==> src/hw/mipsPkg.sv <==
`default_nettype none

package mipsPkg;

    typedef logic [31:0] word_t;   // data, address or instruction
    typedef logic [4:0]  regAddr_t;

    typedef enum logic [1:0] {
        pcPlus4  = 2'd0,
        branch   = 2'd1,
        jump     = 2'd2,
        register = 2'd3    // jr
    } npcOp_e;

    typedef enum logic [1:0] {
        rt = 2'd0,
        rd = 2'd1,
        ra = 2'd2          // r31 for jal
    } wrSel_e;

    typedef enum logic [1:0] {
        aluResult = 2'd0,
        memData   = 2'd1,
        linkPc    = 2'd2
    } wdSel_e;

    typedef enum logic {
        zeroExt = 1'b0,
        signExt = 1'b1
    } extOp_e;

    typedef enum logic [2:0] {
        add   = 3'd0,
        sub   = 3'd1,
        bitOr = 3'd2,
        luiB  = 3'd3,
        passA = 3'd4
    } aluOp_e;

    typedef struct packed {
        npcOp_e npcOp;
        wrSel_e wrSel;
        wdSel_e wdSel;
        logic   rfWe;
        extOp_e extOp;
        logic   bSel;      // 1 selects the extended immediate
        aluOp_e aluOp;
        logic   dmWe;
    } ctrl_t;

    localparam logic [5:0] opRtype = 6'b000000;
    localparam logic [5:0] opOri   = 6'b001101;
    localparam logic [5:0] opLw    = 6'b100011;
    localparam logic [5:0] opSw    = 6'b101011;
    localparam logic [5:0] opBeq   = 6'b000100;
    localparam logic [5:0] opLui   = 6'b001111;
    localparam logic [5:0] opJal   = 6'b000011;

    localparam logic [5:0] fnAddu  = 6'b100001;
    localparam logic [5:0] fnSubu  = 6'b100011;
    localparam logic [5:0] fnJr    = 6'b001000;

    typedef struct packed {
        logic [11:0] paddr;
        logic        psel;
        logic        penable;
        logic        pwrite;
        word_t       pwdata;
    } apbReq_t;

    localparam logic [11:0] imemBase   = 12'h000;
    localparam logic [11:0] dmemBase   = 12'h100;
    localparam logic [11:0] ctrlAddr   = 12'h200;  // bit 0 run
    localparam logic [11:0] statusAddr = 12'h204;  // bit 0 halted, bit 1 running

endpackage

`default_nettype wire
==> src/hw/controller.sv <==
`timescale 1ns/1ps
`default_nettype none

module controller (
    input  mipsPkg::word_t instr,
    output mipsPkg::ctrl_t ctrl
);
    logic [5:0] opcode;
    logic [5:0] funct;

    assign opcode = instr[31:26];
    assign funct  = instr[5:0];

    always_comb begin
        ctrl = '0;   // nop and unknown codes
        case (opcode)
            mipsPkg::opRtype: begin
                case (funct)
                    mipsPkg::fnAddu: begin
                        ctrl.wrSel = mipsPkg::rd;
                        ctrl.rfWe  = 1'b1;
                        ctrl.aluOp = mipsPkg::add;
                    end
                    mipsPkg::fnSubu: begin
                        ctrl.wrSel = mipsPkg::rd;
                        ctrl.rfWe  = 1'b1;
                        ctrl.aluOp = mipsPkg::sub;
                    end
                    mipsPkg::fnJr: begin
                        ctrl.npcOp = mipsPkg::register;
                        ctrl.aluOp = mipsPkg::passA;
                    end
                    default: ;
                endcase
            end
            mipsPkg::opOri: begin
                ctrl.rfWe  = 1'b1;
                ctrl.bSel  = 1'b1;
                ctrl.aluOp = mipsPkg::bitOr;   // zero extended
            end
            mipsPkg::opLw: begin
                ctrl.wdSel = mipsPkg::memData;
                ctrl.rfWe  = 1'b1;
                ctrl.extOp = mipsPkg::signExt;
                ctrl.bSel  = 1'b1;
                ctrl.aluOp = mipsPkg::add;
            end
            mipsPkg::opSw: begin
                ctrl.extOp = mipsPkg::signExt;
                ctrl.bSel  = 1'b1;
                ctrl.aluOp = mipsPkg::add;
                ctrl.dmWe  = 1'b1;
            end
            mipsPkg::opBeq: begin
                ctrl.npcOp = mipsPkg::branch;  // compare done in fetch
                ctrl.extOp = mipsPkg::signExt;
            end
            mipsPkg::opLui: begin
                ctrl.rfWe  = 1'b1;
                ctrl.bSel  = 1'b1;
                ctrl.aluOp = mipsPkg::luiB;
            end
            mipsPkg::opJal: begin
                ctrl.npcOp = mipsPkg::jump;
                ctrl.wrSel = mipsPkg::ra;
                ctrl.wdSel = mipsPkg::linkPc;
                ctrl.rfWe  = 1'b1;
            end
            default: ;
        endcase
    end

endmodule

`default_nettype wire

==> config.mk <==
export PLATFORM = sky130hd
export DESIGN_NAME = controller
export DESIGN_NICKNAME = d
export VERILOG_FILES = /design/src/hw/mipsPkg.sv /design/src/hw/controller.sv
export SDC_FILE = /design/constraint.sdc
export NUM_CORES = 1
export LEC_CHECK = 0
export ABC_AREA = 1
export BUFFER_PORTS_ARGS = -buffer_cell sky130_fd_sc_hd__buf_2
export CAP_MARGIN = 20
export CORE_AREA = 2 2 39 41
export DETAILED_ROUTE_END_ITERATION = 8
export DIE_AREA = 0 0 41 43
export SYNTH_ARGS = -nofsm -noshare
export SYNTH_HDL_FRONTEND = slang
export SYNTH_SLANG_ARGS = --single-unit
==> constraint.sdc <==
create_clock -name vclk -period 0.8
set_input_delay 0.16 -clock vclk [all_inputs]
set_output_delay 0.16 -clock vclk [all_outputs]
set_load 0.005 [all_outputs]
Word-level counts from Yosys, hierarchy flattened
Cells that the tools add are included.
{ "totals": {"regBits": 0, "latchBits": 0, "ramBits": 0, "mem_bits_ro": 0, "in_bits": 32, "output_inout_bits": 13, "mem_count": 0} }
{ "classes": {"add_sub_neg": 0, "multipliers": 0, "div_mod_pow": 0, "magnitude_cmp": 0, "n_eq_ne": 9, "shifts": 0, "mux": 12, "n_bitwise": 0, "n_reduce_logical": 5} }
{ "op_table": {"columns": ["cell", "n"], "rows": [
  ["6-bit == test, second input constant", 4],
  ["6-bit by 4-bit == test with 1-bit output, second input constant", 3],
  ["3-bit case mux with 3 select lines", 1],
  ["2-bit case mux with 2 select lines", 2],
  ["4-bit OR reduction", 2],
  ["6-bit by 2-bit == test with 1-bit output, second input constant", 1],
  ["6-bit by 3-bit == test with 1-bit output, second input constant", 1],
  ["6-bit logical NOT", 1],
  ["2-bit case mux with 3 select lines", 1],
  ["3-bit case mux with 2 select lines", 1],
  ["1-bit 2-to-1 mux", 5],
  ["3-bit OR reduction", 1],
  ["2-bit 2-to-1 mux", 1],
  ["1-bit case mux with 2 select lines", 1],
  ["2-bit OR reduction", 1]
]} }

Logic depth before layout (Yosys ltp)
{ "logic_depth": {"depth_word": 4, "mapped_depth": 5, "ltp_nobuf": 5} }

Worst setup path before layout
No wires, ideal clock.
{ "synth_timing": {"path_type": "input port to output port", "from": "in instr[1]", "to": "out ctrl[11] (netlist name)", "arrival_time_ns": 0.628, "path_slack_ns": 0.012, "path_stages": 4, "path_buffers": 0, "path_cell_list": "or2_1 > nor2_4 > nand2_2 > nand2_1"} }
{ "synth_rtl": {"columns": ["element", "line_no", "text"], "rows": [
  ["start: declaration", "controller.sv:5", "input mipsPkg::word_t instr,"],
  ["end: declaration", "controller.sv:6", "output mipsPkg::ctrl_t ctrl"]
]} }

==> results.md <==
* Sequential cell count at 0
* Final setup viols at 13
* Tmin final at ~1000 ps
* Diodes inserted at 0
* Yosys warnings at 0
* Tightest Hold Check Type: in -> out
* Die ar. at between 1500 and 2000 um2
* Largest net degree at the start of global routing at 5
* Worst hold slack at ~570 ps
* Number of port buffers at 25
* Vias per cell at just over 4
* Worst Tran Pin Value at 181 ps
* Post-synthesis sequential area ratio at 0%
* Worst IR Drop VDD at between 0.15 and 0.2 mV
* Static Leak at around 0.37 nW
* PnR worst setup slack at -200 ps
* Initial core utilization at 18.4%
* Int Power at 123 uW
* Hold-fix buffers, CTS at 0
* Crit path capture type: output pin
* Met1 WL at around 340 um
* Highest Signal Layer: met3
* WL/cell at 8.92 um
* Relative slew slack at between 80 and 90%
* Maximum achievable frequency at roughly 1000 MHz
* Routed Antenna Nets at 0
* All-Layer GR Usage at under 10%
* Combinational fraction of design power at 100.0%
* Cell Pwr Density at between 300 and 400 nW/um2
* Max-cap violations at 0
* Unique masters post-synth at 14
* Core area at ~1400 um2
* DRT Pass-1 Iters at 3
* Die height at roughly 43 um
* Area contributors post-synth: nand2_1 16%, inv_1 15%, nor2_4 13%
* WL met2 at 457 um
* Crit start category: input pin
* Syn Area/Cell at roughly 5 um2
* Status: finished, violations left
* First-iteration detailed-routing DRC count at 7
* # nets final at roughly 120
* Routed WL at between 800 and 900 um
* # rows at 14
* Worst Path Buf+Inv at 2
* Gr ovfl total at 0
* Global-route wire length before repair at 1.27 mm
* Die X at around 40 um
* Final Hold Viols at 0
* Register area at 0 um2
* Switching power at 97.7 uW
* RSZ-0062 raised after global routing: true
* # DRC at 0
* Mapped Area at ~250 um2
* Sequential Power Share at 0%
* Via count at roughly 400
* Crit-path slowest cell: or2_4
* IO Pins at 45
* Gpl congestion at 0.772
* Cell family with most CP delay: simple AND/OR/NAND/NOR gates
* Layout area overhead at 136%
* Metal3 WL at 84 um
* Synth Instances at 50
* CP arrival at between 800 and 900 ps
* Vias in the first global route at between 300 and 400
* Post-synth top area share at 16.3%
* Worst-path fanout max at 3
* Total power at 221 uW
* Clock buffers at 0
* Share of cells above drive strength 1 at ~69%
* Violated checks: setup timing
* Period utilisation layout at 125%
* Worst path cell trace: buf_6, or2_4, nor2_4, nand2_2, nand2_1, buf_2
* Net Sw Frac at between 40% and 50%
* Max incr delay on CP at 240 ps
* Slew Limit Fails at 0
* DP HPWL at ~750 um
* Leading area contributor after synthesis: nand2_1
* Antenna violations before repair at 0
* Post-Syn Nets at approximately 80
* WS Path Type: in -> out
* Clock share of power at 0%
* Critical Path RT at roughly 640 ps
[layout by cell type, fill, tap and decap left out]
| cell type | count |
|---|---|
| buf_2 | 15 |
| buf_4 | 7 |
| buf_6 | 7 |
| buf_8 | 4 |
| inv_1 | 7 |
| inv_2 | 2 |
| inv_4 | 2 |
| inv_6 | 1 |
| nand2_1 | 9 |
| nand2_2 | 6 |
| nand3_1 | 3 |
| nand3_2 | 1 |
| nand4_1 | 2 |
| nand4_4 | 1 |
| nor2_1 | 3 |
| nor2_2 | 3 |
| nor2_4 | 6 |
| nor3_1 | 1 |
| nor4_2 | 1 |
| o21ai_1 | 1 |
| or2_4 | 1 |
[power by group through the flow]
stage	registers (mW)	clock network (mW)	logic, mW
after floorplan	0	0	0.0550
after global placement	0	0	0.142
after detailed placement	0	0	0.143
after CTS	0	0	0.213
after global routing	0	0	0.238
final	0	0	0.221
[per-layer routing]
metal | track usage (%) | up-vias
met5 | 0 | -
met3 | 1.05 | 0
met4 | 0 | 0
li1 | - | 220
met1 | 10.4 | 175
met2 | 19.1 | 16
[final timing paths]
path | from | to | slack, ps | depth (start not counted)
worst max-delay path | instr[1] | ctrl[11] | -200 | 6
worst min-delay path | instr[30] | ctrl[7] | 570 | 3
[cell type report]
cell class | instances | area, um2
well taps | 16 | 20.0
multi-input cells | 38 | 259
inverters | 12 | 55.1
repair buffers | 33 | 267
fillers | 150 | 783
[kinds of logic after synthesis]
group / count (synthesis) / synth area share [%]
and+or+nand+nor: 37 / 80.3
buffers and inverters: 12 / 17.7
AOI/OAI and AO/OA: 1 / 1.97
[per-stage QoR]
stage / cells / utilization, % / instance area [um2] / worst slack, ps / setup TNS, ps
2_1_floorplan: 50 / - / 254 / 11.7 / 0
3_3_place_gp: 98 / 32.6 / 452 / -249 / -2600
3_5_place_dp: 98 / 32.6 / 452 / -250 / -2620
4_1_cts: 99 / 42.4 / 587 / -191 / -1800
5_1_grt: 99 / 43.4 / 601 / -252 / -2380
6_report: 99 / 43.4 / 601 / -200 / -1750
[Yosys cell counts]
master   instances
inv_1           10
inv_2            2
nand2_1         11
nand2_2          4
nand3_1          4
nand4_1          2
nand4_2          1
nor2_1           6
nor2_2           3
nor2_4           3
nor3_1           1
nor4_1           1
o21ai_0          1
or2_1            1
[timing repair]
action,CTS,global route
pin swaps,14,9
resized for setup,35,5
setup endpoints to repair,13,13
cloned,0,0
setup buffers,1,0
(Power assumes the default switching activity.)
