<file path="config.mk">
export PLATFORM = sky130hd
export DESIGN_NAME = regFile
export DESIGN_NICKNAME = d
export VERILOG_FILES = /design/src/hw/mipsPkg.sv /design/src/hw/regFile.sv
export SDC_FILE = /design/constraint.sdc
export NUM_CORES = 2
export LEC_CHECK = 0
export BUFFER_PORTS_ARGS = -buffer_cell sky130_fd_sc_hd__buf_2
export CELL_PAD_IN_SITES_DETAIL_PLACEMENT = 2
export CELL_PAD_IN_SITES_GLOBAL_PLACEMENT = 2
export CORE_UTILIZATION = 30
export CTS_CLUSTER_SIZE = 12
export DETAILED_ROUTE_END_ITERATION = 7
export GPL_TIMING_DRIVEN = 0
export PLACE_DENSITY_LB_ADDON = 0.25
export SYNTH_ARGS = -nofsm -noshare
export SYNTH_HDL_FRONTEND = slang
export SYNTH_SLANG_ARGS = --single-unit
</file>
<file path="constraint.sdc">
create_clock -name clk -period 2.75 [get_ports clk]
set_input_delay 0.1375 -clock clk [delete_from_list [all_inputs] [get_ports clk]]
set_output_delay 0.1375 -clock clk [all_outputs]
set_load 0.05 [all_outputs]
</file>
<file path="src/hw/mipsPkg.sv">
`default_nettype none

package mipsPkg;

    typedef logic [31:0] word_t;   // data, address or instruction
    typedef logic [4:0]  regAddr_t;

    typedef enum logic [1:0] {
        pcPlus4  = 2'd0,
        branch   = 2'd1,
        jump     = 2'd2,
        register = 2'd3    // jr
    } npcOp_e;

    typedef enum logic [1:0] {
        rt = 2'd0,
        rd = 2'd1,
        ra = 2'd2          // r31 for jal
    } wrSel_e;

    typedef enum logic [1:0] {
        aluResult = 2'd0,
        memData   = 2'd1,
        linkPc    = 2'd2
    } wdSel_e;

    typedef enum logic {
        zeroExt = 1'b0,
        signExt = 1'b1
    } extOp_e;

    typedef enum logic [2:0] {
        add   = 3'd0,
        sub   = 3'd1,
        bitOr = 3'd2,
        luiB  = 3'd3,
        passA = 3'd4
    } aluOp_e;

    typedef struct packed {
        npcOp_e npcOp;
        wrSel_e wrSel;
        wdSel_e wdSel;
        logic   rfWe;
        extOp_e extOp;
        logic   bSel;      // 1 selects the extended immediate
        aluOp_e aluOp;
        logic   dmWe;
    } ctrl_t;

    localparam logic [5:0] opRtype = 6'b000000;
    localparam logic [5:0] opOri   = 6'b001101;
    localparam logic [5:0] opLw    = 6'b100011;
    localparam logic [5:0] opSw    = 6'b101011;
    localparam logic [5:0] opBeq   = 6'b000100;
    localparam logic [5:0] opLui   = 6'b001111;
    localparam logic [5:0] opJal   = 6'b000011;

    localparam logic [5:0] fnAddu  = 6'b100001;
    localparam logic [5:0] fnSubu  = 6'b100011;
    localparam logic [5:0] fnJr    = 6'b001000;

    typedef struct packed {
        logic [11:0] paddr;
        logic        psel;
        logic        penable;
        logic        pwrite;
        word_t       pwdata;
    } apbReq_t;

    localparam logic [11:0] imemBase   = 12'h000;
    localparam logic [11:0] dmemBase   = 12'h100;
    localparam logic [11:0] ctrlAddr   = 12'h200;  // bit 0 run
    localparam logic [11:0] statusAddr = 12'h204;  // bit 0 halted, bit 1 running

endpackage

`default_nettype wire
</file>
<file path="src/hw/regFile.sv">
`timescale 1ns/1ps
`default_nettype none

module regFile (
    input  logic              clk,
    input  logic              rst,
    input  logic              we,
    input  mipsPkg::regAddr_t rsAddr,
    input  mipsPkg::regAddr_t rtAddr,
    input  mipsPkg::regAddr_t wrAddr,
    input  mipsPkg::word_t    wrData,
    output mipsPkg::word_t    rsData,
    output mipsPkg::word_t    rtData
);
    mipsPkg::word_t regs [32];

    assign rsData = (rsAddr == '0) ? '0 : regs[rsAddr];
    assign rtData = (rtAddr == '0) ? '0 : regs[rtAddr];

    always_ff @(posedge clk) begin
        if (rst) begin
            for (int i = 0; i < 32; i++) begin
                regs[i] <= '0;
            end
        end else if (we && wrAddr != '0) begin  // r0 never written
            regs[wrAddr] <= wrData;
        end
    end

endmodule

`default_nettype wire

</file>
## Word-level counts from Yosys, hierarchy flattened

Memories as Yosys holds them, arrays and structs flattened.
Index checks and enable logic that the tools add are counted.

| word-level totals | value |
|---|---|
| register bits after elaboration | 0 |
| bits in latches | 0 |
| memory bits (writable) | 1024 |
| ROM bits | 0 |
| input port bits | 50 |
| logic and storage cells | 16 |
| memories kept | 1 |

| cells by class | value |
|---|---|
| add/sub/neg operators | 0 |
| $mul | 0 |
| divide/modulo/power cells | 0 |
| $lt $le $gt $ge | 0 |
| eq/ne operators | 0 |
| shift operators | 0 |
| muxes and demuxes | 10 |
| bitwise gates (word level) | 0 |
| reductions and logical operators | 5 |

Memory list:

| name | words | width | read ports | clocked after memory_dff | wr ports | RTL line | source |
|---|---|---|---|---|---|---|---|
| regs | 32 | 32 | 2 | 0 | 32 | regFile.sv:15 | `mipsPkg::word_t regs [32];` |

Operators by type and width:

| kind | count |
|---|---|
| 2-to-1 mux 32 bit | 3 |
| OR reduction 32 bit | 1 |
| logical NOT 5 bit | 2 |
| 2-to-1 mux 1 bit | 6 |
| 2-to-1 mux 5 bit | 1 |
| nonzero test 5 bit | 1 |
| logical AND 1 bit | 1 |

## Logic depth before layout (Yosys ltp)

| depth | value |
|---|---|
| depth after elaboration | 7 |
| gate-level depth with buffers | 9 |

## Least setup slack after synthesis

Ideal clock, no wire load.

| path | value |
|---|---|
| path type | input to output |
| start | input rtAddr[0] |
| end | output rtData[30] |
| data arrival time | 3469 ps |
| required time | 2612 ps |
| setup slack | -857 ps |
| stages | 6 |
| path through | clkbuf_1 > buf_6 > buf_4 > mux4_2 > mux2i_1 > a2111oi_0 |

| on the way | value |
|---|---|
| word-level cells in the longest chain between the ends | 2 |
| elaborated cells between the ends (all ways) | 3 |

RTL lines:

| item | RTL line | source |
|---|---|---|
| start, declared | regFile.sv:9 | `input mipsPkg::regAddr_t rtAddr,` |
| memory (32 x 32 bit) / logical NOT 5 bit (equally long branches) | -- |  |
| 2-to-1 mux 32 bit (*) | regFile.sv:18 | `assign rtData = (rtAddr == '0) ? '0 : regs[rtAddr];` |
| end, declared | regFile.sv:13 | `output mipsPkg::word_t rtData` |

Every way passes the cells marked *; elsewhere a longest branch is shown, timed or not.

==> flow_summary.json <==
{
  "outcome": "finished, violations left",
  "violations": "setup timing",
  "netlist_instances": 3502,
  "layout_min_cycle_time_ns": 3.05,
  "hold_viol": 0,
  "final_common_cell": "edfxtp_1",
  "place.gp.congestion": 0.951,
  "grt_pass1_wl_um": 343000,
  "worst_pin_slew_ns": 1.41,
  "setup_ws_ns": -0.305,
  "io_pins": 114,
  "dpl.hpwl_um": 178000,
  "min_path_type": "in -> reg",
  "crit_end": "rtData[12]",
  "die_x_um": 427,
  "cts_sinks": 1024,
  "fin_nets": 3873,
  "antenna_found_initial": 9,
  "synth.area.top_cells": "edfxtp_1, mux4_2, and2_1, mux2i_1, clkbuf_1",
  "post-route-cell-area_sq_mm": 0.0653,
  "synth-edff-count": 1024,
  "drive_gt1_frac": 0.312,
  "final_cell_mix": "edfxtp_1, and2_1, mux4_2",
  "die_area_sq_mm": 0.182,
  "crit_type": "reg -> out",
  "worst_slew_margin_rel": 0.0591,
  "wl_met1_um": 105000,
  "grt_pass1_vias": 38600,
  "grt_start_max_net_pins": 33,
  "power.density_mw_per_mm2": 629,
  "yosysTopAreaCellShare": 0.567,
  "coreArea_sq_mm": 0.179,
  "drc": 0,
  "numCtsBuffers": 120,
  "portBuffers": 107,
  "grtUsageTotal": 0.280,
  "holdWs_ns": 0.277,
  "cp.arrival_ns": 2.92,
  "ys_ff_latch": 1024,
  "static-leakage-power_nw": 22.0,
  "clk_pin_slew_ns": 0.06,
  "async_reset_ff_frac": 0,
  "dieHeight_um": 427,
  "yosysTopAreaCell": "edfxtp_1",
  "ir_worst_vdd_mv": 0.525,
  "cts_buffer_depth": 3,
  "endpoint_kind": "output pin",
  "required_ns": 2.61,
  "rows": 155,
  "cts_tree": "yes",
  "synth_warnings": 0,
  "routed.top_layer": "met5",
  "rsz0062_at_grt": "true",
  "vias_per_cell": 5.80,
  "ys_seq_area_frac": 0.567,
  "cp-startpoint": "regs[31][12]",
  "syn_to_final_growth_pct": 20.4,
  "setup_viol": 182,
  "dr_total_vias": 36400,
  "routed-wl-met3_um": 16000,
  "drv_slew": 0,
  "ctsHtreeMaxLevel": 3,
  "routed_wl_um": 256000,
  "maxCapViolCount": 0,
  "nFillCells": 17700,
  "detailed_place.area_sq_mm": 0.0580,
  "crit_fanout": 2,
  "synthesis.area_sq_mm": 0.0542,
  "drt_iter0_drc": 4070,
  "synth_cell_type_count": 42,
  "ant_nets": 0,
  "first_pass_iters": 5,
  "cts-root-buf": "clkbuf_16",
  "dr_wl_met2_um": 121000,
  "top_regs": "regs: 1024 flops",
  "grt.overflow.total": 0,
  "top_register": "regs",
  "fin_crit_sh": 1.11,
  "avgSynthCellArea_sq_um": 15.5,
  "initial_core_util": 0.303,
  "start_kind": "flop",
  "max_freq_mhz": 327,
  "avgRoutedWirePerCell_um": 40.7,
  "largest_reg_flops": 1024,
  "ys.flop_type": "edfxtp_1"
}
[layer usage]
layer	GRT usage	vias to the layer above
met3	0.0487	477
met4	0.133	2
li1	-	14300
met2	0.453	1622
met1	0.363	20100
met5	0	-
[metrics by stage]
| stage | util | TNS, ns | instances | worst slack, ns | power, mW |
|---|---|---|---|---|---|
| 3_3_place_gp | 0.323 | -794.25 | 5995 | -2.39 | 24.4 |
| 6_report | 0.365 | -12.64 | 6286 | -0.305 | 41.1 |
| 4_1_cts | 0.363 | -9.51 | 6270 | -0.402 | 41.1 |
| 3_5_place_dp | 0.324 | -805.97 | 5998 | -2.32 | 24.6 |
| 5_1_grt | 0.365 | -8.49 | 6279 | -0.303 | 41.9 |
| 2_1_floorplan | - | -0.199 | 3533 | -0.199 | 21.9 |
[Yosys cell counts, types with 12 or more instances]
cell and n:
a2111oi_0 14, a2111oi_1 41, a21oi_1 12, a22o_1 51, a22oi_1 16, and2_1 995, buf_1 18, buf_2 44
buf_4 31, buf_6 22, clkbuf_1 272, edfxtp_1 1024, mux2_2 30, mux2i_1 150, mux4_2 472, nor2_1 36
nor2b_1 14, nor3_1 54, o22ai_1 103, or2_2 33
[report_power, final]
part | total [mW] | switching [mW] | internal (mW)
combinational | 6.70 | 4.23 | 2.47
clock | 15.8 | 6.95 | 8.88
sequential | 18.6 | 0.501 | 18.1
[cell type report]
cell class | instances | area, sq um | area share
antenna | 10 | 25.0 | 0.000383
buffer | 380 | 2210 | 0.0339
tap | 2355 | 2950 | 0.0451
sequential | 1024 | 30700 | 0.471
inverter | 2 | 7.51 | 0.000115
multi-input combinational | 2120 | 24100 | 0.369
timing repair buffer | 175 | 1540 | 0.0236
clock inverter | 71 | 561 | 0.00858
clock buffer | 149 | 3150 | 0.0483
[worst min-delay path by stage]
stage | startpoint | end | slack, ns | cells past startpoint
finish | wrData[2] | regs[5][2] | 0.28 | 3
CTS | wrData[2] | regs[5][2] | 0.24 | 3
floorplan | wrData[31] | regs[1][31] | 0.34 | 1
global placement | wrData[2] | regs[5][2] | 0.52 | 2
global route | wrData[2] | regs[5][2] | 0.28 | 3
detailed placement | wrData[2] | regs[5][2] | 0.51 | 2
[cells by family after synthesis]
group                  count (synthesis)  share of synthesized area
AO/OA/AOI/OAI                        259                     0.0365
multiplexers                         652                      0.230
buffers and inverters                389                     0.0331
other                                  1                  0.0000691
flip-flops                          1024                      0.567
AND/OR/NAND/NOR                     1177                      0.133
[critical path, stage by stage, from the launching register on]
cell and delay, ns:
edfxtp_1 0.40, mux4_2 0.49, a22o_1 0.29, a2111oi_4 0.62, nor3_4 0.14, buf_6 0.21
[timing repair]
action                                  CTS  global route
buffers inserted                         27             7
endpoints found under the hold margin    32             0
hold buffers                             32             0
endpoints found under the setup margin  204            80
pin swaps                                97            41
gates resized for setup                 645            40
(Power assumes the default switching activity.)
