**src/hw/mipsPkg.sv**
```systemverilog
`default_nettype none

package mipsPkg;

    typedef logic [31:0] word_t;   // data, address or instruction
    typedef logic [4:0]  regAddr_t;

    typedef enum logic [1:0] {
        pcPlus4  = 2'd0,
        branch   = 2'd1,
        jump     = 2'd2,
        register = 2'd3    // jr
    } npcOp_e;

    typedef enum logic [1:0] {
        rt = 2'd0,
        rd = 2'd1,
        ra = 2'd2          // r31 for jal
    } wrSel_e;

    typedef enum logic [1:0] {
        aluResult = 2'd0,
        memData   = 2'd1,
        linkPc    = 2'd2
    } wdSel_e;

    typedef enum logic {
        zeroExt = 1'b0,
        signExt = 1'b1
    } extOp_e;

    typedef enum logic [2:0] {
        add   = 3'd0,
        sub   = 3'd1,
        bitOr = 3'd2,
        luiB  = 3'd3,
        passA = 3'd4
    } aluOp_e;

    typedef struct packed {
        npcOp_e npcOp;
        wrSel_e wrSel;
        wdSel_e wdSel;
        logic   rfWe;
        extOp_e extOp;
        logic   bSel;      // 1 selects the extended immediate
        aluOp_e aluOp;
        logic   dmWe;
    } ctrl_t;

    localparam logic [5:0] opRtype = 6'b000000;
    localparam logic [5:0] opOri   = 6'b001101;
    localparam logic [5:0] opLw    = 6'b100011;
    localparam logic [5:0] opSw    = 6'b101011;
    localparam logic [5:0] opBeq   = 6'b000100;
    localparam logic [5:0] opLui   = 6'b001111;
    localparam logic [5:0] opJal   = 6'b000011;

    localparam logic [5:0] fnAddu  = 6'b100001;
    localparam logic [5:0] fnSubu  = 6'b100011;
    localparam logic [5:0] fnJr    = 6'b001000;

    typedef struct packed {
        logic [11:0] paddr;
        logic        psel;
        logic        penable;
        logic        pwrite;
        word_t       pwdata;
    } apbReq_t;

    localparam logic [11:0] imemBase   = 12'h000;
    localparam logic [11:0] dmemBase   = 12'h100;
    localparam logic [11:0] ctrlAddr   = 12'h200;  // bit 0 run
    localparam logic [11:0] statusAddr = 12'h204;  // bit 0 halted, bit 1 running

endpackage

`default_nettype wire
```
**src/hw/memStage.sv**
```systemverilog
`timescale 1ns/1ps
`default_nettype none

module memStage #(
    parameter int DmemWords = 64
) (
    input  logic            clk,
    input  logic            we,
    input  mipsPkg::word_t  addr,
    input  mipsPkg::word_t  wrData,
    input  mipsPkg::wdSel_e wdSel,
    input  mipsPkg::word_t  aluResult,
    input  mipsPkg::word_t  pcPlus4,
    input  logic            hostWe,
    input  logic [5:0]      hostAddr,
    input  mipsPkg::word_t  hostWrData,
    output mipsPkg::word_t  wbData,
    output mipsPkg::word_t  hostRdData
);
    localparam int AddrW = $clog2(DmemWords);

    mipsPkg::word_t   dmem [DmemWords];
    logic [AddrW-1:0] coreIdx;
    logic [AddrW-1:0] hostIdx;
    mipsPkg::word_t   rdData;

    assign coreIdx    = addr[AddrW+1:2];   // wraps inside the array
    assign hostIdx    = AddrW'(hostAddr);
    assign rdData     = dmem[coreIdx];
    assign hostRdData = dmem[hostIdx];

    always_ff @(posedge clk) begin
        if (we) begin
            dmem[coreIdx] <= wrData;
        end else if (hostWe) begin   // only while stopped
            dmem[hostIdx] <= hostWrData;
        end
    end

    always_comb begin
        case (wdSel)
            mipsPkg::memData: wbData = rdData;
            mipsPkg::linkPc:  wbData = pcPlus4;
            default:          wbData = aluResult;
        endcase
    end

endmodule

`default_nettype wire

```
**config.mk**
```make
export PLATFORM = sky130hd
export DESIGN_NAME = memStage
export DESIGN_NICKNAME = d
export VERILOG_FILES = /design/src/hw/mipsPkg.sv /design/src/hw/memStage.sv
export SDC_FILE = /design/constraint.sdc
export NUM_CORES = 2
export LEC_CHECK = 0
export ABC_AREA = 0
export BUFFER_PORTS_ARGS = -buffer_cell sky130_fd_sc_hd__buf_2
export CAP_MARGIN = 20
export CORE_ASPECT_RATIO = 1.75
export CORE_MARGIN = 4
export CORE_UTILIZATION = 43
export CTS_CLUSTER_SIZE = 30
export DETAILED_ROUTE_END_ITERATION = 10
export PLACE_DENSITY_LB_ADDON = 0.1
export SLEW_MARGIN = 20
export SYNTH_ARGS = -nofsm -noshare
export SYNTH_HDL_FRONTEND = slang
export SYNTH_SLANG_ARGS = --single-unit
```
**constraint.sdc**
```tcl
create_clock -name clk -period 4 [get_ports clk]
set_clock_uncertainty 0.05 [all_clocks]
set_input_delay 0.6 -clock clk [delete_from_list [all_inputs] [get_ports clk]]
set_output_delay 0.6 -clock clk [all_outputs]
set_load 0.01 [all_outputs]
```
# Yosys cells after proc, flatten, opt, wreduce, memory -nomap -nowiden
# Memories as Yosys holds them, arrays and structs flattened.
# Index checks and enable logic that the tools add are counted.
# W data, S select, Z words.
# word_totals
out_inout_bits	64
input_bits	171
ramBits	2048
register_bits	0
wordCells	13
mem_count	1
# memory_table
memory	words	word_bits	read_ports	rd_clocked_by_memory_dff	wr	line_no	text
dmem	64	32	2	0	1	memStage.sv:22	mipsPkg::word_t dmem [DmemWords];
# classes
n_eq_ne	2
n_mux	9
reduce_logical	1
# op_table
op	count
$pmux W32 S2	1
$mux W32	1
$reduce_or A32 Y1	1
$mux W1	6
$mux W6	1
$eq A2 B1 Y1 const B	1
$eq A2 B2 Y1 const B	1

# Longest topological paths before layout
# logic_depth
word_depth	5
depth_mapped	10
depth_no_buf	7

# Least setup slack after synthesis
# OpenSTA, ideal clock, no wires.
# synth_timing
kind	input to register
from	in addr[2]
to	mem dmem[12][0] (netlist bit) (enable)
setup_time_ns	0.421
t_required_ns	3.529
path_slack_ns	0.047
path_buffers	5
path_stages	9
t_arrival_ns	3.482
cell_sequence	buf_2 buf_6 buf_4 buf_4 buf_2 or3_1 o31ai_1 nand2_1 nor2_1
# synth_via
elab_chain_cells	1
# synth_rtl
element	line_no	text
start, declared	memStage.sv:9	input mipsPkg::word_t addr,
$mux W6 (no source line)	-	
end, declared	memStage.sv:22	
# No other way between the ends.

==> flow_summary.yaml <==
worst_setup_path:
  arrival_ps: 3360
  crit_end: "wbData[5]"
  slowest_delay_ps: 590
  cp_cell_sequence: "mux4_2 > mux4_2 > a22oi_2 > o2111ai_2 > buf_2"
  path_class: "reg -> out"
  critPathMaxFanout: 2
  cp-end-kind: "output port"
  cpMostUsedCell: "mux4_2"
  critPathRequiredTime_ps: 3350
  critPathSlowestCell: "mux4_2"
  start_kind: "flip-flop"
  crit_path_start: "dmem[43][5]$_DFFE_PP_"
drt:
  viasPerCell: 6.856
  firstDrtPassIters: 5
  dr_total_vias: 55190
  first_iter_violations: 7276
  drcViolationCount: 0
  routedWlPerCell_um: 44.66
  final_antenna_net_count: 0
  routed_wl_um: 359500
power_and_ir_drop:
  irDropWorstVdd_mv: 0.3319
  powerDensity_mw_per_mm2: 435.4
  p_leak_nw: 34.49
placed_design:
  gp_congestion: 0.8732
  portBuffers: 208
  placed_cell_area_mm2: 0.1044
  dpl.hpwl_um: 239600
  dpl.cell_count: 7694
  place_ws_ps: -483.7
synthesis:
  synth_edf_count: 2048
  synth_nets: 4599
  synthArstFlopShare_pct: 0
  synth.cell_area_mm2: 0.09473
  yosys.cell_types.count: 54
  synthCells: 4426
  syn-mean-instance-area_um2: 21.40
  synthFlopType: "edfxtp_1"
  ys_seq_elements: 2048
  yosysWarnings: 0
  yosysSeqAreaShare_pct: 64.92
die:
  rows: 227
  start_util_pct: 43.26
  die_x_um: 362.8
  num_io_pins: 235
  fp.dieArea_mm2: 0.2282
  dieHeight_um: 628.9
  core_area_mm2: 0.2190
global_routing:
  grt_overflow: 0
  antenna_found_initial: 22
  grt_pass1_vias: 56740
  grt_use_total_pct: 31.46
  grt_pass1_wl_um: 483400
  grt_max_degree: 65
clock_network:
  cts_buffer_depth: 4
  path_clk_slew_ps: 60
  htree_levels: 4
  cts_tree: "done"
  root_buffer: "clkbuf_16"
  post_cts_buffers: 0
  cts_hold_buf: 0
  clock-sinks: 2048
  cts_made_buffers: 194
worst_hold_path:
  hp-class: "in -> reg"
layout:
  reg.largest.list: "dmem x2048"
  final_util_pct: 50.53
  max_flop_register: "dmem"
  drive_gt1_share_pct: 45.39
  fin_nets: 5201
  seqCellArea_mm2: 0.06150
  largest_register_ff_count: 2048
  fillerInstances: 17510
  areaGrowthSynthToFinish_pct: 16.81
  final-instance-count-excl-fill: 8050
  design_area_mm2: 0.1107
  multi_input_area_mm2: 0.03218
status:
  run_status: "finished with violations"
  violations: "setup timing"
timing:
  fin_crit_sh_pct: 100.4
  period_minus_slack_ps: 4015
  setup_slack_ps: -14.79
  slew_viol_final: 0
  tightest_slew_ps: 934.8
  tns_ps: -19.89
  timing.fmax_mhz: 249.1
  finalHoldViolCount: 0
  rsz0062_at_grt: "true"
  maxSlewHeadroom_pct: 37.45
  final-setup-viol-count: 2
job:
  maxCapViolCount: 0
[cells in the mapped netlist, drive strengths merged (2+ instances only)]
cell type	n	area (um^2)
o211ai	4	30.03
a31oi	10	62.56
and2	5	31.28
o21a	2	15.01
a221o	6	60.06
a2111oi	5	43.79
ha	2	25.02
edfxtp	2048	61500
mux4	1170	26350
nand3	35	175.2
a211oi	21	157.7
o31ai	5	37.54
nand2b	9	56.30
o221ai	10	87.58
or3b	4	35.03
o21ai	9	45.04
a211o	5	43.79
and3	4	25.02
o22ai	102	638.1
clkbuf	169	634.4
nor2	91	341.6
o2111ai	3	26.28
a22oi	97	728.2
buf	186	1102
nor3b	8	60.06
inv	8	30.03
a311oi	5	43.79
o22a	6	52.55
nand2	214	803.3
mux2	19	214.0
a221oi	6	52.55
nand4	2	12.51
nor4	19	118.9
nor2b	13	81.33
nor3	6	30.03
or3	4	25.02
mux2i	66	660.6
nand3b	7	52.55
a21oi	30	150.1
[worst max-delay path: cells and delay by family (launching register included)]
kind / cells / cell delay [ps]
muxes: 2 / 1090
AOI/OAI and AO/OA: 2 / 820
DFF: 1 / 390
buffers and inverters: 1 / 220
[timing repair]
| item | 4_1_cts | 5_1_grt |
|---|---|---|
| pin swaps | 1 | 2 |
| setup endpoints to repair | 8 | 10 |
| gates resized for setup | 13 | 2 |
[layout make-up]
cell class	count	area share, %
inverters	8	0.02714
diodes	11	0.02487
flip-flops and latches	2048	55.57
clock inverters	129	1.099
multi-input cells	2015	29.08
well taps	2862	3.236
clock buffers	216	4.500
repair buffers	761	6.458
[per-layer routing]
| layer | vias to the layer above | track usage (%) | wire length [um] | share of wire (%) |
|---|---|---|---|---|
| met5 | - | 0 | 56 | 0.016 |
| met2 | 3165 | 54.02 | 183900 | 51 |
| li1 | 20850 | - | - | - |
| met4 | 8 | 13.92 | 19360 | 5.4 |
| met1 | 30460 | 39.13 | 125100 | 35 |
| met3 | 714 | 5.653 | 31040 | 8.6 |
[worst min-delay path by stage]
stage | startpoint | to | slack [ps] | depth (start not counted)
after floorplan | aluResult[28] | wbData[28] | 1280 | 2
after global placement | hostWrData[16] | dmem[46][16]$_DFFE_PP_ | 1040 | 3
after detailed placement | hostWrData[16] | dmem[46][16]$_DFFE_PP_ | 1040 | 3
after CTS | hostWrData[16] | dmem[46][16]$_DFFE_PP_ | 150 | 3
after global routing | wrData[16] | dmem[47][16]$_DFFE_PP_ | 180 | 3
final | hostWrData[16] | dmem[46][16]$_DFFE_PP_ | 190 | 3
[metrics by stage]
step / power (mW) / hold slack, ps
2_1_floorplan: 27.39 / 1283
3_3_place_gp: 29.84 / 1038
3_5_place_dp: 29.90 / 1040
4_1_cts: 48.40 / 146.1
5_1_grt: 49.42 / 175.9
6_report: 48.18 / 187.3
[power by group]
group | switching, mW | leakage [nW] | internal [mW]
sequential | 0.0984 | 18.0 | 24.1
combinational | 3.17 | 13.5 | 2.11
clock | 8.26 | 3.03 | 10.5
[cells in the final DEF (no fill, tap or decap), types with 11 or more instances in the layout]
| master | Yosys | routed |
|---|---|---|
| mux2_2 | 19 | 19 |
| nand3_1 | 35 | 34 |
| a22oi_1 | 97 | 94 |
| a211oi_1 | 21 | 21 |
| nor4_1 | 19 | 14 |
| nor2_4 | 0 | 66 |
| mux2i_1 | 66 | 66 |
| o22ai_1 | 102 | 102 |
| clkinv_2 | 0 | 40 |
| mux4_2 | 1170 | 1170 |
| clkinv_1 | 0 | 54 |
| buf_12 | 0 | 151 |
| edfxtp_1 | 2048 | 2048 |
| diode_2 | 0 | 11 |
| nor2_1 | 91 | 23 |
| nand2_2 | 0 | 29 |
| clkbuf_16 | 0 | 196 |
| bufinv_16 | 0 | 24 |
| a21oi_1 | 30 | 30 |
| nand2_1 | 214 | 184 |
| buf_2 | 98 | 201 |
| buf_4 | 49 | 402 |
| clkbuf_1 | 169 | 20 |
[cell families after synthesis]
logic type                 synth area share (%)
DFF                                       64.92
muxes                                     28.74
and+or+nand+nor                           1.965
buffers and inverters                     1.865
AOI/OAI and AO/OA                         2.487
adders and majority gates               0.02641
Note: power is estimated with default switching activity, not from simulation.
