### src/hw/mipsPkg.sv
`default_nettype none

package mipsPkg;

    typedef logic [31:0] word_t;   // data, address or instruction
    typedef logic [4:0]  regAddr_t;

    typedef enum logic [1:0] {
        pcPlus4  = 2'd0,
        branch   = 2'd1,
        jump     = 2'd2,
        register = 2'd3    // jr
    } npcOp_e;

    typedef enum logic [1:0] {
        rt = 2'd0,
        rd = 2'd1,
        ra = 2'd2          // r31 for jal
    } wrSel_e;

    typedef enum logic [1:0] {
        aluResult = 2'd0,
        memData   = 2'd1,
        linkPc    = 2'd2
    } wdSel_e;

    typedef enum logic {
        zeroExt = 1'b0,
        signExt = 1'b1
    } extOp_e;

    typedef enum logic [2:0] {
        add   = 3'd0,
        sub   = 3'd1,
        bitOr = 3'd2,
        luiB  = 3'd3,
        passA = 3'd4
    } aluOp_e;

    typedef struct packed {
        npcOp_e npcOp;
        wrSel_e wrSel;
        wdSel_e wdSel;
        logic   rfWe;
        extOp_e extOp;
        logic   bSel;      // 1 selects the extended immediate
        aluOp_e aluOp;
        logic   dmWe;
    } ctrl_t;

    localparam logic [5:0] opRtype = 6'b000000;
    localparam logic [5:0] opOri   = 6'b001101;
    localparam logic [5:0] opLw    = 6'b100011;
    localparam logic [5:0] opSw    = 6'b101011;
    localparam logic [5:0] opBeq   = 6'b000100;
    localparam logic [5:0] opLui   = 6'b001111;
    localparam logic [5:0] opJal   = 6'b000011;

    localparam logic [5:0] fnAddu  = 6'b100001;
    localparam logic [5:0] fnSubu  = 6'b100011;
    localparam logic [5:0] fnJr    = 6'b001000;

    typedef struct packed {
        logic [11:0] paddr;
        logic        psel;
        logic        penable;
        logic        pwrite;
        word_t       pwdata;
    } apbReq_t;

    localparam logic [11:0] imemBase   = 12'h000;
    localparam logic [11:0] dmemBase   = 12'h100;
    localparam logic [11:0] ctrlAddr   = 12'h200;  // bit 0 run
    localparam logic [11:0] statusAddr = 12'h204;  // bit 0 halted, bit 1 running

endpackage

`default_nettype wire
### src/hw/fetchStage.sv
`timescale 1ns/1ps
`default_nettype none

module fetchStage (
    input  logic            clk,
    input  logic            rst,
    input  logic            run,
    input  mipsPkg::ctrl_t  ctrl,
    input  logic [15:0]     imm16,
    input  logic [25:0]     jIndex,
    input  mipsPkg::word_t  rsData,
    input  mipsPkg::word_t  rtData,
    output mipsPkg::word_t  pc,
    output mipsPkg::word_t  pcPlus4,
    output logic            halted,
    output logic            commit
);
    mipsPkg::word_t npc;
    mipsPkg::word_t branchTarget;
    mipsPkg::word_t jumpTarget;
    logic           equal;

    assign commit       = run & ~halted;
    assign pcPlus4      = pc + 32'd4;
    assign equal        = (rsData == rtData);
    assign branchTarget = pcPlus4 + {{14{imm16[15]}}, imm16, 2'b00};
    assign jumpTarget   = {pcPlus4[31:28], jIndex, 2'b00};

    always_comb begin
        case (ctrl.npcOp)
            mipsPkg::branch:   npc = equal ? branchTarget : pcPlus4;
            mipsPkg::jump:     npc = jumpTarget;
            mipsPkg::register: npc = rsData;
            default:           npc = pcPlus4;
        endcase
    end

    always_ff @(posedge clk) begin
        if (rst || !run) begin   // stopped core waits at 0
            pc     <= '0;
            halted <= 1'b0;
        end else if (commit) begin
            pc <= npc;
            if (npc == pc) begin
                halted <= 1'b1;  // self loop
            end
        end
    end

endmodule

`default_nettype wire

### config.mk
export PLATFORM = sky130hd
export DESIGN_NAME = fetchStage
export DESIGN_NICKNAME = d
export VERILOG_FILES = /design/src/hw/mipsPkg.sv /design/src/hw/fetchStage.sv
export SDC_FILE = /design/constraint.sdc
export NUM_CORES = 1
export LEC_CHECK = 0
export ABC_AREA = 1
export BUFFER_PORTS_ARGS = -buffer_cell sky130_fd_sc_hd__buf_2
export CORE_MARGIN = 10
export CORE_UTILIZATION = 50
export CTS_CLUSTER_SIZE = 28
export DETAILED_ROUTE_END_ITERATION = 8
export PLACE_DENSITY = 0.84
export SYNTH_ARGS = -nofsm -noshare
export SYNTH_HDL_FRONTEND = slang
export SYNTH_SLANG_ARGS = --single-unit
### constraint.sdc
create_clock -name clk -period 3.3 [get_ports clk]
set_clock_uncertainty 0.15 [all_clocks]
set_input_delay 0.495 -clock clk [delete_from_list [all_inputs] [get_ports clk]]
set_output_delay 0.495 -clock clk [all_outputs]
set_load 0.01 [all_outputs]
# Word level (Yosys, flattened, before mapping)
# Cells that the tools add are included.
word_totals:
  inputBits: 122
  word_cells: 16
  ff_bits: 33
classes:
  n_addsub: 2
  reduce_logical: 3
  mux: 2
  eq_ne: 5
  bitwise: 2
op_table:
  columns: ["op", "count"]
  rows:
  - ["$pmux W32 S3", 1]
  - ["$eq A32 B32 Y1", 2]
  - ["$add A32 B3 Y32 const B", 1]
  - ["$add A32 B32 Y32", 1]
  - ["$mux W32", 1]
  - ["$eq A2 B2 Y1 const B", 2]
  - ["$eq A2 B1 Y1 const B", 1]
  - ["$reduce_and A2 Y1", 1]
  - ["$and A1 B1 Y1", 1]
  - ["$logic_not A1 Y1", 1]
  - ["$logic_or A1 B1 Y1", 1]
  - ["$not A1 Y1", 1]

# Logic depth before layout (Yosys ltp)
depth:
  word_depth: 6
  depth_mapped: 31
  depth_no_buf: 31

# Least setup slack after synthesis
# Ideal clock, no wire load.
synth_path:
  path_type: "reg2reg"
  start: "register pc[2]"
  end: "register halted"
  stages_incl_launch_ff: 28
  t_required_ns: 3.078
  path_slack_ns: -0.294
  synth_period_minus_slack_ns: 3.594
  setup_ns: 0.072
  path_buffers: 0
  t_arrival_ns: 3.372
  cell_sequence: "dfxtp_1 > ha_1 > nand2_1 > nor2_4 > nand2_4 > nor3_4 > nand3_1 > xor2_1 > inv_1 > ha_1 > nand2_1 > nor2_1 > nand2_1 > nor2_1 > nand2_1 > nand3_1 > nand2_1 > nand3_1 > nand2_1 > nand2_1 > nand2_1 > nand2_1 > nand2_4 > nor2_4 > nand3_1 > nor2_1 > nand4_1 > a21oi_1"
synth_via:
  elab_chain_len: 6
synth_rtl:
  columns: ["element", "line_no", "text"]
  rows:
  - ["start, declared", "fetchStage.sv:13", "output mipsPkg::word_t pc,"]
  - ["start signal, assigned", "fetchStage.sv:43", "pc <= npc;"]
  - ["$add A32 B3 Y32 *", "fetchStage.sv:24", "assign pcPlus4 = pc + 32'd4;"]
  - ["named net pcPlus4[18]", "fetchStage.sv:14", "output mipsPkg::word_t pcPlus4,"]
  - ["$add A32 B32 Y32", "fetchStage.sv:26", "assign branchTarget = pcPlus4 + {{14{imm16[15]}}, imm16, 2'b00};"]
  - ["$mux W32", "fetchStage.sv:31", "mipsPkg::branch: npc = equal ? branchTarget : pcPlus4;"]
  - ["$pmux W32 S3 *", "fetchStage.sv:30", "case (ctrl.npcOp)"]
  - ["$eq A32 B32 Y1 *", "fetchStage.sv:44", "if (npc == pc) begin"]
  - ["$reduce_and A2 Y1 (no source line) *", null, null]
  - ["end signal, assigned", "fetchStage.sv:41", "halted <= 1'b0;"]
  - ["end signal, assigned", "fetchStage.sv:45", "halted <= 1'b1;"]
  - ["end, declared", "fetchStage.sv:15", "output logic halted,"]
# The timed path passes the listed nets; every way through them passes the cells marked *.
# A chain may end at the register's enable or synchronous reset.

# Final worst setup path
layout_path:
  start: "register pc[2]"
  end: "register halted"
layout_via:
  elab_chain_len: 6
layout_rtl:
  columns: ["element", "line_no"]
  rows:
  - ["$add A32 B3 Y32", "fetchStage.sv:24"]
  - ["$add A32 B32 Y32", "fetchStage.sv:26"]
  - ["$mux W32", "fetchStage.sv:31"]
  - ["$pmux W32 S3", "fetchStage.sv:30"]
  - ["$eq A32 B32 Y1 *", "fetchStage.sv:44"]
  - ["$reduce_and A2 Y1 (no source line) *", null]
# Every way passes the cells marked *; elsewhere a longest branch is shown, timed or not.

==> results.json <==
{
  "cpLargestDelayFamily": "simple AND/OR/NAND/NOR gates",
  "coreArea_mm2": 0.0133,
  "yosys.area_share.simple_pct": 49.9,
  "period_share_pct": 111,
  "syn_area_mm2": 0.00683,
  "drt-vias-per-instance": 5.36,
  "initial_core_util_pct": 51.3,
  "clk_pin_slew_ns": 0.06,
  "cpMostUsedCell": "nand2_1",
  "synth.distinct_cells": 41,
  "grt.total_usage_pct": 30.6,
  "end_kind": "flip-flop",
  "holdPathStages": 2,
  "syn_nets": 1504,
  "layout-drive-gt1-share_pct": 38.2,
  "boundaryPins": 188,
  "clockBufferDepth": 2,
  "synthFlopType": "dfxtp_1",
  "max_stage_delay_ns": 0.36,
  "die_w_um": 137,
  "wire_per_inst_um": 16.4,
  "rows": 42,
  "syn_area_per_cell_um2": 5.07,
  "h-tree-depth": 2,
  "postCtsHoldBufs": 0,
  "worstMarginPinSlew_ns": 0.804,
  "drt_iter0_drc": 962,
  "slew_headroom_pct": 46.3,
  "fmax_ghz": 0.272,
  "finalPower_mw": 2.32,
  "overflow": 0,
  "n_fill_cell": 1022,
  "leakagePower_nw": 6.04,
  "synth_top_family_by_area": "simple AND/OR/NAND/NOR gates",
  "area_growth_syn_to_layout_pct": 55.5,
  "num-nets-final": 1892,
  "path_depth": 25,
  "first_global_vias": 9510,
  "synth-xor-area-share_pct": 6.67,
  "synth_mux_area_share_pct": 0,
  "cts_made_buffers": 5,
  "critPathLaunchType": "flip-flop",
  "worstPathArrival_ns": 3.74,
  "drcViolationCount": 0,
  "stdcell_count": 1911,
  "clk_latency_ns": 0.29,
  "reg2reg_depth": 25,
  "cp_max_fo": 5,
  "die_y_um": 137,
  "maxCapViolCount": 0,
  "hold_viol_final": 0,
  "antenna_cells": 0,
  "ir_drop_mv": 0.205,
  "dp_hpwl_mm": 24.6,
  "async_flop_share_pct": 0,
  "status": "finished, violations left",
  "synth_fa_ha_area_share_pct": 6.71,
  "crit_required_ns": 3.36,
  "slew_viol_final": 0,
  "yosysWarnings": 0,
  "ant_nets": 0,
  "drt_first_pass_iters": 9,
  "via_count": 10200,
  "dieArea_mm2": 0.0187,
  "synth_edf_count": 0,
  "cts_sinks": 33,
  "setup_slack_ns": -0.376,
  "ys_seq_area_share_pct": 9.68,
  "synth_compound_area_share_pct": 12.2,
  "routed_wl_mm": 31.3,
  "place_inst": 1883,
  "crit_slowest_cell": "dfxtp_4",
  "grt_antenna_before_repair": 0,
  "io_buffers": 176,
  "grt_pass1_wl_mm": 46.1,
  "cts_root_buf": "clkbuf_16",
  "crit_buf_inv": 5,
  "critical_path_class": "reg2reg",
  "ys_ff_latch": 33,
  "fin_crit_ns": 3.68,
  "grt_max_degree": 28,
  "seqCellArea_um2": 691,
  "multi_input_area_mm2": 0.00606,
  "violations": "setup timing",
  "hold_class": "reg2reg",
  "cts_tree": "done",
  "rsz0062_at_grt": "true",
  "tns_ns": -0.679,
  "gp_congestion": 0.986,
  "setup_viol": 6,
  "power.density_mw_per_mm2": 219,
  "syn-instance-count": 1346
}
cell type report:
class	count	area share (%)
clock buffer	5	1.18
multi-input combinational	1056	57.1
inverter	233	8.24
tap	176	2.07
timing repair buffer	405	24.8
clock inverter	3	0.118
sequential	33	6.51
cell usage in the layout, fill, tap and decap left out, drive strengths merged, types with 2 or more instances in the layout:
cell type and n:
nor3 9, clkinv 8, o21bai 2, a221oi 5, clkbuf 5, a21oi 72
inv 228, buf 405, a22o 3, o21ai 72, xnor2 16, nand3b 6
nand3 102, xor2 36, nand2 550, nand4 8, dfxtp 33, ha 35
nor2 132, and2 2
cell usage after synthesis, types with 12 or more instances:
cell	number	area (um2)
clkbuf_1	14	52.6
xnor2_1	16	140
o21ai_0	66	330
nand3_1	99	495
ha_1	35	438
a21oi_1	71	355
nand2_1	533	2000
inv_1	222	833
xor2_1	36	315
nand2_2	12	75.1
nor2_1	118	443
dfxtp_1	33	661
routing by layer:
layer	routed length (um)	part of all wire (%)	global-route usage, %
met1	11800	38	34.9
met2	14600	47	53.1
met3	3160	10	6.30
met4	1740	5.6	15.1
met5	0	0	0
kinds of logic (layout without fill, tap and decap cells):
kind of cell / count (synthesis) / in the layout
compound gates: 157 / 157
fa+ha+maj: 36 / 36
buf+inv: 257 / 646
xor+xnor: 52 / 52
simple gates: 811 / 811
flops: 33 / 33
metrics by stage:
step | utilization [%] | setup slack [ns] | instance area (um2) | hold WS, ns
CTS | 74.9 | -0.270 | 9960 | 0.404
global route | 79.8 | -0.609 | 10600 | 0.431
detailed placement | 71.3 | -0.485 | 9480 | 0.397
floorplan | - | 0.000173 | 6930 | 0.422
global placement | 71.3 | -0.429 | 9480 | 0.391
finish | 79.8 | -0.376 | 10600 | 0.405
path summary, 6_finish.rpt:
path / start / endpoint / slack [ns]
max: pc[2]$_SDFFE_PP0P_ / halted$_SDFFE_PP0P_ / -0.38
min: pc[25]$_SDFFE_PP0P_ / pc[25]$_SDFFE_PP0P_ / 0.40
max reg2reg: pc[2]$_SDFFE_PP0P_ / halted$_SDFFE_PP0P_ / -0.38
min reg2reg: pc[25]$_SDFFE_PP0P_ / pc[25]$_SDFFE_PP0P_ / 0.40
sequential cells by signal, summed over array words and instances (netlist names):
register and cells:
halted 1, pc 32
what timing repair did:
action / in CTS / in global routing
resized for setup: 66 / 168
setup buffers: 14 / 7
pin swaps: 39 / 73
endpoints found under the setup margin: 15 / 21
worst reg2reg max path, delay by kind of cell (launching register included):
kind            cells  cell delay, ns
buf+inv             5            0.61
simple gates       17            1.88
xor+xnor            1            0.15
flops               1            0.36
compound gates      1            0.12
fa+ha+maj           1            0.35
where the power goes:
part	internal [mW]	switching, mW	leakage, nW	total, mW
Combinational	0.601	0.803	5.69	1.40
Clock	0.273	0.197	0.0687	0.470
Sequential	0.422	0.0275	0.279	0.450
Note: power is estimated with default switching activity, not from simulation.
